File: config.mk
export PLATFORM = sky130hd
export DESIGN_NAME = pico_l15_bridge
export DESIGN_NICKNAME = d
export VERILOG_FILES = /design/src/logic/l15_bridge_pkg.sv /design/src/logic/pico_decoder.sv /design/src/logic/pico_encoder.sv /design/src/logic/pico_l15_bridge.sv
export SDC_FILE = /design/constraint.sdc
export NUM_CORES = 1
export LEC_CHECK = 0
export BUFFER_PORTS_ARGS = -buffer_cell sky130_fd_sc_hd__clkbuf_2
export CELL_PAD_IN_SITES_DETAIL_PLACEMENT = 0
export CELL_PAD_IN_SITES_GLOBAL_PLACEMENT = 1
export CORE_AREA = 2 2 112 114
export DETAILED_ROUTE_END_ITERATION = 16
export DIE_AREA = 0 0 114 116
export PLACE_DENSITY_LB_ADDON = 0.1
export SLEW_MARGIN = 5
export SYNTH_ARGS = -nofsm -noshare
export SYNTH_HDL_FRONTEND = slang
export SYNTH_SLANG_ARGS = --single-unit
export TNS_END_PERCENT = 10
File: constraint.sdc
create_clock -name clk -period 4.74 [get_ports clk]
set_clock_uncertainty 0.15 [all_clocks]
set_input_delay 0.948 -clock clk [delete_from_list [all_inputs] [get_ports clk]]
set_output_delay 0.948 -clock clk [all_outputs]
set_load 0.005 [all_outputs]
File: src/logic/l15_bridge_pkg.sv
/*
  shared types for the core bus to L1.5 bridge
  request data and return data are big-endian 64-bit words
  only 1, 2 and 4 byte accesses exist, no 8-byte or block traffic
  rq_none aliases load_rq and only marks an idle request bus
*/
package l15_bridge_pkg;

    // address widths on each side of the bridge
    localparam int PICO_ADDR_W = 32;
    localparam int L15_ADDR_W  = 40;

    // L1.5 request types, only the two the core can produce
    typedef enum logic [4:0] {
        load_rq  = 5'd0,
        store_rq = 5'd1
    } l15_rqtype_e;

    // idle request code, same encoding as a load
    localparam l15_rqtype_e rq_none = load_rq;

    // access size codes on the request packet
    typedef enum logic [2:0] {
        sz_1b = 3'd0,
        sz_2b = 3'd1,
        sz_4b = 3'd2
    } l15_size_e;

    // L1.5 return types seen by this bridge
    typedef enum logic [3:0] {
        load_ret = 4'd0,
        st_ack   = 4'd4
    } l15_rettype_e;

    // one core access as seen on the native memory bus
    typedef struct packed {
        logic [PICO_ADDR_W-1:0] addr;
        logic [3:0]             wstrb;
        logic [31:0]            wdata;
        logic                   valid;
    } pico_req_t;

    // request packet towards the L1.5
    typedef struct packed {
        logic                  val;
        l15_rqtype_e           rqtype;
        l15_size_e             size;
        logic [L15_ADDR_W-1:0] address;
        logic [63:0]           data;
        // non-cacheable, taken from the top address bit
        logic                  nc;
    } l15_req_t;

    // return packet from the L1.5
    typedef struct packed {
        logic         val;
        l15_rettype_e rettype;
        logic [63:0]  data0;
    } l15_ret_t;

    // reverse the byte order of a 32-bit word
    // used both ways, little to big endian and back
    function automatic logic [31:0] bswap32(input logic [31:0] w);
        return {w[7:0], w[15:8], w[23:16], w[31:24]};
    endfunction

endpackage

File: src/logic/pico_decoder.sv
/*
  turns each new core access into one L1.5 load or store request
  the core must hold addr, wstrb and wdata stable until mem_ready
  legal strobes are 1111, 1100, 0011 and single bytes only
  the request is held valid until the L1.5 acks it
*/
`timescale 1ns/10ps

module pico_decoder (
    input  logic                     clk,
    input  logic                     rst_n,
    input  l15_bridge_pkg::pico_req_t mem_in,
    input  logic                     l15_req_ack,
    output l15_bridge_pkg::l15_req_t  l15_req
);
    import l15_bridge_pkg::*;

    typedef enum logic {
        ack_idle = 1'b0,
        ack_wait = 1'b1
    } ack_state_e;

    // index of the lowest strobed byte lane
    function automatic logic [1:0] lowest_byte(input logic [3:0] strb);
        logic [1:0] idx;
        idx = 2'd0;
        // scan from the top so the lowest set lane wins
        for (int i = 3; i >= 0; i--) begin
            if (strb[i]) begin
                idx = 2'(i);
            end
        end
        return idx;
    endfunction

    logic        valid_q1;
    logic        valid_q2;
    logic        new_request;
    ack_state_e  ack_state;
    ack_state_e  ack_next;
    logic        req_val;
    logic        is_store;
    logic        strobe_legal;
    l15_size_e   store_size;
    logic [1:0]  byte_off;

    // two flops on valid to catch its rising edge
    always_ff @(posedge clk) begin
        if (!rst_n) begin
            valid_q1 <= 1'b0;
            valid_q2 <= 1'b0;
        end else begin
            valid_q1 <= mem_in.valid;
            valid_q2 <= valid_q1;
        end
    end

    // one cycle wide, one cycle after valid first rises
    assign new_request = valid_q1 & ~valid_q2;

    // ack tracking
    always_ff @(posedge clk) begin
        if (!rst_n) begin
            ack_state <= ack_idle;
        end else begin
            ack_state <= ack_next;
        end
    end

    always_comb begin
        // an ack closes the request even if a new one shows up
        if (l15_req_ack) begin
            ack_next = ack_idle;
        end else if (new_request) begin
            ack_next = ack_wait;
        end else begin
            ack_next = ack_state;
        end
    end

    // waiting keeps val up with the core, idle only opens on a new access
    assign req_val = (ack_state == ack_wait) ? mem_in.valid : new_request;

    // any strobe bit set means a store
    assign is_store = |mem_in.wstrb;

    // size from the strobe pattern
    always_comb begin
        strobe_legal = 1'b1;
        case (mem_in.wstrb)
            4'b0000, 4'b1111: begin
                store_size = sz_4b;
            end
            4'b1100, 4'b0011: begin
                store_size = sz_2b;
            end
            4'b1000, 4'b0100, 4'b0010, 4'b0001: begin
                store_size = sz_1b;
            end
            default: begin
                // misaligned or three-byte pattern
                store_size   = sz_1b;
                strobe_legal = 1'b0;
            end
        endcase
    end

    // stores point at their first written byte, loads stay as given
    assign byte_off = is_store ? lowest_byte(mem_in.wstrb) : mem_in.addr[1:0];

    // request packet assembly
    always_comb begin
        l15_req     = '0;
        l15_req.val = req_val;
        l15_req.nc  = mem_in.addr[PICO_ADDR_W-1];
        // sign-extend the core address up to the L1.5 width
        l15_req.address = {{(L15_ADDR_W-PICO_ADDR_W){mem_in.addr[PICO_ADDR_W-1]}},
                           mem_in.addr[PICO_ADDR_W-1:2], byte_off};
        if (mem_in.valid) begin
            if (is_store) begin
                l15_req.rqtype = store_rq;
                l15_req.size   = store_size;
                // big-endian word, same copy in both halves
                l15_req.data   = {2{bswap32(mem_in.wdata)}};
            end else begin
                l15_req.rqtype = load_rq;
                l15_req.size   = sz_4b;
            end
        end else begin
            l15_req.rqtype = rq_none;
        end
    end

    // the core only issues the strobe patterns the L1.5 sizes can express
    a_strobe_legal: assert property (
        @(posedge clk) disable iff (!rst_n)
        mem_in.valid |-> strobe_legal
    ) else $error("illegal write strobe pattern %b", mem_in.wstrb);

    // an unacked request must not see its address move under it
    a_addr_stable: assert property (
        @(posedge clk) disable iff (!rst_n)
        (l15_req.val && !l15_req_ack) |=> $stable(mem_in.addr)
    ) else $error("core address changed while request pending");

endmodule

File: src/logic/pico_encoder.sv
/*
  turns an L1.5 return into the core's ready pulse and read data
  every return is acked in the same cycle it arrives
  addr_bit2 must still hold the address of the pending access
  mem_rdata is only meaningful in the mem_ready cycle
*/
`timescale 1ns/10ps

module pico_encoder (
    input  logic                     clk,
    input  logic                     rst_n,
    input  logic                     addr_bit2,
    input  l15_bridge_pkg::l15_ret_t  l15_ret,
    output logic                     l15_ret_ack,
    output logic                     mem_ready,
    output logic [31:0]              mem_rdata
);
    import l15_bridge_pkg::*;

    logic [31:0] ret_half;
    logic [31:0] ret_word;

    // the bridge never stalls a return
    assign l15_ret_ack = l15_ret.val;

    // pick the 32-bit half of the 64-bit return
    // big-endian, so the lower address sits in the upper half
    assign ret_half = addr_bit2 ? l15_ret.data0[31:0] : l15_ret.data0[63:32];

    // word handed back to the core
    always_comb begin
        case (l15_ret.rettype)
            load_ret: begin
                // back to little-endian lanes
                ret_word = bswap32(ret_half);
            end
            st_ack: begin
                ret_word = 32'h0;
            end
            default: begin
                ret_word = 32'h0;
            end
        endcase
    end

    // ready pulse one cycle after the return
    always_ff @(posedge clk) begin
        if (!rst_n) begin
            mem_ready <= 1'b0;
        end else begin
            mem_ready <= l15_ret.val;
        end
    end

    // read data captured with the return, held until the next one
    always_ff @(posedge clk) begin
        if (l15_ret.val) begin
            mem_rdata <= ret_word;
        end
    end

    // one access in flight, so the L1.5 never returns back to back
    a_ret_spaced: assert property (
        @(posedge clk) disable iff (!rst_n)
        l15_ret.val |=> !l15_ret.val
    ) else $error("L1.5 return in two consecutive cycles");

endmodule

File: src/logic/pico_l15_bridge.sv
/*
  core memory bus to L1.5 bridge, one access in flight at a time
  the core holds its request until mem_ready, then drops valid
  back-pressure on requests is only the missing l15_req_ack
*/
`timescale 1ns/10ps

module pico_l15_bridge (
    input  logic                     clk,
    input  logic                     rst_n,
    // core side
    input  l15_bridge_pkg::pico_req_t mem_in,
    output logic                     mem_ready,
    output logic [31:0]              mem_rdata,
    // L1.5 request side
    output l15_bridge_pkg::l15_req_t  l15_req,
    input  logic                     l15_req_ack,
    // L1.5 return side
    input  l15_bridge_pkg::l15_ret_t  l15_ret,
    output logic                     l15_ret_ack
);

    // word select for the return, held by the core during the access
    logic addr_bit2;

    assign addr_bit2 = mem_in.addr[2];

    // core access to L1.5 request
    pico_decoder u_decoder (
        .clk         (clk),
        .rst_n       (rst_n),
        .mem_in      (mem_in),
        .l15_req_ack (l15_req_ack),
        .l15_req     (l15_req)
    );

    // L1.5 return to core ready and read data
    pico_encoder u_encoder (
        .clk         (clk),
        .rst_n       (rst_n),
        .addr_bit2   (addr_bit2),
        .l15_ret     (l15_ret),
        .l15_ret_ack (l15_ret_ack),
        .mem_ready   (mem_ready),
        .mem_rdata   (mem_rdata)
    );

endmodule

Yosys cells after proc, flatten, opt, wreduce, memory -nomap -nowiden
Index checks and enable logic that the tools add are counted.
{"block": "totals", "regBits": 36, "latchBits": 0, "ram_bits": 0, "rom_bits": 0, "output_inout_bits": 148, "wordCells": 30, "memories": 0}
{"block": "op_classes", "n_addsub": 0, "mul": 0, "n_div": 0, "order_cmp": 0, "eq_ne": 3, "n_shift": 0, "n_mux": 13, "bitwise_logic": 3, "n_reduce_logical": 6}
{"op": "two-way mux 64 bit", "n": 2}
{"op": "two-way mux 32 bit", "n": 1}
{"op": "two-way mux 2 bit", "n": 5}
{"op": "equality test 4 bit (second input constant)", "n": 2}
{"op": "zero test 4 bit", "n": 2}
{"op": "OR reduction 2 bit", "n": 3}
{"op": "equality test 4 x 2 -> 1 bit (second input constant)", "n": 1}
{"op": "two-way mux 4 bit", "n": 1}
{"op": "case mux 2 bit (2 select lines)", "n": 1}
{"op": "OR reduction 4 bit", "n": 1}
{"op": "two-way mux 3 bit", "n": 1}
{"op": "two-way mux 1 bit", "n": 2}
{"op": "inverter 1 bit", "n": 2}
{"op": "bitwise AND 1 bit", "n": 1}

Longest topological paths before layout
{"block": "logic_depth", "word_depth": 5, "depth_mapped": 4}

Modules after synthesis
A second synthesis with hierarchy kept.
{"block": "hier_totals", "hier_cells": 244, "hier_area_um2": 2549.9}
{"mod": "pico_encoder", "n_inst": 1, "cells_per_inst": 108, "area_per_inst_um2": 1500.2, "seq_area_each_um2": 980.9}
{"mod": "pico_decoder", "n_inst": 1, "cells_per_inst": 136, "area_per_inst_um2": 1049.8, "seq_area_each_um2": 60.1}

Least setup slack after synthesis
OpenSTA, ideal clock, no wires.
{"block": "synth_timing", "path_type": "in2out", "start": "in mem_in[34] in the netlist's numbering", "end": "out l15_req[55] in the netlist's numbering", "arrival_ps": 1893, "path_slack_ps": 1749, "cell_stages": 4, "n_path_buf": 2, "cell_sequence": "o41a_1 buf_6 and2_1 buf_4"}
{"item": "from (decl)", "line": "pico_l15_bridge.sv:12", "rtl": "input l15_bridge_pkg::pico_req_t mem_in,"}
{"item": "to (decl)", "line": "pico_l15_bridge.sv:16", "rtl": "output l15_bridge_pkg::l15_req_t l15_req,"}

==> metrics.txt <==
run status=completed; CTS tree=yes; portion of synthesized cell area occupied by the leading cell type=0.380; cell at the root of the clock tree=clkbuf_16; die height=about 120 um; leakage power=around 1.7 nW; post-CTS setup buffers=0; Placement Rows=40; number of synthesized register bits=36; critical-path cell list=clkbuf_2, o41a_1, and2_1, clkbuf_2; Clock Sink Count=36; required arrival time at the worst endpoint=~3.6 ns; share of async-settable or async-resettable flops after synthesis=0; total routed wirelength=~7000 um; critical path's most frequent cell=clkbuf_2; detailed placement HPWL=6050 um; detailed-routing iteration count for the pre-antenna-repair pass=4; fraction of the yosys area taken by sequential cells=0.412; initial core utilization=0.212; Post-Synth Adder-Cell Area=0; classification of the worst-slack hold path=register to register; vias in the first global route=about 2,000; largest net degree at the start of global routing=35; number of buffers created by CTS=5; clock network power share=0.404; most common flop cell mapped by yosys=edfxtp_1; GP Congestion=a little under 0.7; instance area at placement=around 3100 um2; number of instances in the synthesized netlist=244; final design instance area without fill=~3300 um2; headroom to the max-slew limit=0.403; maxcap violations=0; share of total power in sequential cells=0.411; initial antenna violation count=0; NetSw=roughly 200 uW; cell types with the highest counts after synthesis=buf_4 (78), and2_1 (35), edfxtp_1 (32), mux2i_1 (32), nor2_1 (32); biggest area consumer among synthesized cells=edfxtp_1; fraction of the mapped netlist area in simple logic gates=0.162; number of buffer and inverter stages on the critical path=2; antenna-violating nets left=0; final hold violation count=0; unrepaired setup endpoints after global routing=false; number of flops mapped to enable cells by yosys=32; most numerous cell in the Yosys netlist=buf_4; Final Setup Violations=0; slowest cell on the critical path=o41a_1; count of buffers inserted at the top-level ports=about 220; global-route total usage across every layer=0.0981; cell area after synthesis=around 2500 um2; post-route core utilization=0.276; final slew viol count=0; biggest cell delay along the critical path=0.75 ns; distinct cell type count of the synthesized netlist=25; setup_tns=0 ns; dominant combinational cell family by area after synthesis=buffers and inverters; Critical Path Fanout Max=33; fraction of synthesized area in multiplexers=0.127; count of nets after finishing=between 500 and 600; critical path type=input pin to primary output; first-pass GRT wire length=roughly 10000 um; compound-gate portion of the synthesized area=0.0193; worst endpoint data arrival time=2.29 ns; fraction of power spent switching nets=0.223; detailed-route wire length per cell=roughly 13 um; combinational cell fraction of total power=0.185; clk buf depth=2; DRC Markers=0; Worst Max-Slew Pin Slew=0.896 ns; Area growth syn-to-layout=29.9%; peak ir drop on the vdd network=around 150 uV; Tmin final=between 3 and 4 ns; DR vias/cell=~3.9; number of antenna repair diodes=0; Fin Hold WS=0.303 ns; launching element type of the critical path=input pin; top area cells in the synthesized netlist=edfxtp_1 (38%), buf_4 (23%), mux2i_1 (13%), and2_1 (8.7%), nor2_1 (4.8%); I/O pin cnt=just under 300; Tcrit/Tclk final=0.714; placeable core region=11,900 um2; maximum clock rate=around 0.30 GHz; fraction of synthesized cell area in xor and xnor cells=0; clock slew seen by the registers of the worst setup and hold paths=0.05 ns; clock latency at the later pin of the worst-skew pair=between 0.2 and 0.3 ns; drt first-iter violations=between 40 and 50; Yosys Warn Count=0; total power draw=around 900 uW; cell area power density=between 200 and 300 nW/um2; fillers=1,311; share of final-layout standard cells stronger than drive strength 1=0.583; number of levels the H-tree was split into=2; total of cells resized after clock tree synthesis=0; internal portion of total power=between 600 and 700 uW; area of the die=13,200 um2; delay-heaviest family, CP=compound AO/OA/AOI/OAI gates; crit end category=primary output; average cell area after synthesis=10.4 um2; total number of vias=between 2,000 and 2,500; hold buffers post-CTS=0; gr ovfl total=0; DIE WIDTH=~110 um
registers in the layout, indices dropped and copies added (netlist names):
signal	count
u_decoder.ack_state	1
u_decoder.valid_q1	1
u_decoder.valid_q2	1
u_encoder.mem_rdata	32
u_encoder.mem_ready	1
worst paths after layout:
path | start | endpoint | slack (ns) | depth (start not counted)
setup / recovery | mem_in[34] | l15_req[12] | 1.36 | 4
hold / removal | u_decoder.ack_state | u_decoder.ack_state | 0.30 | 2
setup reg to reg | u_decoder.valid_q2 | u_decoder.ack_state | 3.96 | 2
hold reg to reg | u_decoder.ack_state | u_decoder.ack_state | 0.30 | 2
metal layers:
metal / GRT usage / vias to the layer above / part of all wire
li1: - / 1001 / -
met1: 0.102 / 888 / 0.36
met2: 0.185 / 156 / 0.52
met3: 0.0397 / 2 / 0.12
met4: 0.0220 / 0 / 0.0049
met5: 0 / - / 0
worst min-delay path, delay by kind of cell, from the launching register on:
kind                   cells  cell delay (ns)
AO/OA/AOI/OAI              1             0.05
flip-flops                 1             0.31
buffers and inverters      1             0.05
metrics by stage:
| stage | worst slack [ns] | std cells |
|---|---|---|
| final | 1.36 | 531 |
| after global routing | 1.21 | 531 |
| after CTS | 1.32 | 531 |
| after detailed placement | 1.31 | 523 |
| after global placement | 1.33 | 523 |
| after floorplan | 1.75 | 248 |
power groups by stage:
stage | sequential [mW] | combinational, mW | clock (mW)
floorplan | 0.378 | 0.112 | 0
global placement | 0.375 | 0.172 | 0
global route | 0.370 | 0.186 | 0.390
finish | 0.369 | 0.166 | 0.363
CTS | 0.369 | 0.171 | 0.379
detailed placement | 0.376 | 0.170 | 0
area by class of cell:
cell class              count  area [um2]  share of cell area
clock buffers               5         125              0.0381
clock inverters             3        37.5              0.0114
inverters                   2        7.51             0.00229
multi-input cells         121         798               0.243
flip-flops and latches     36        1040               0.317
well taps                 147         184              0.0560
repair buffers            217        1090               0.332
cell families (layout without fill, tap and decap cells):
group                  count (synthesis)  in the layout
buffers and inverters                 91            227
AND/OR/NAND/NOR                       77             77
flip-flops                            36             36
multiplexers                          32             32
AO/OA/AOI/OAI                          7              7
other                                  1              5
layout by cell type (no fill, tap or decap), types with 2 or more instances in the layout:
cell type	synthesis	routed
and2_1	35	35
a21oi_1	2	2
nor2_1	32	32
inv_1	2	2
clkbuf_2	0	216
clkbuf_16	0	5
nor4bb_1	2	2
conb_1	1	5
mux2i_1	32	32
nand2b_1	2	2
dfxtp_1	4	4
edfxtp_1	32	32
nor3_1	2	2
clkinv_1	0	2
Note: power is estimated with default switching activity, not from simulation.
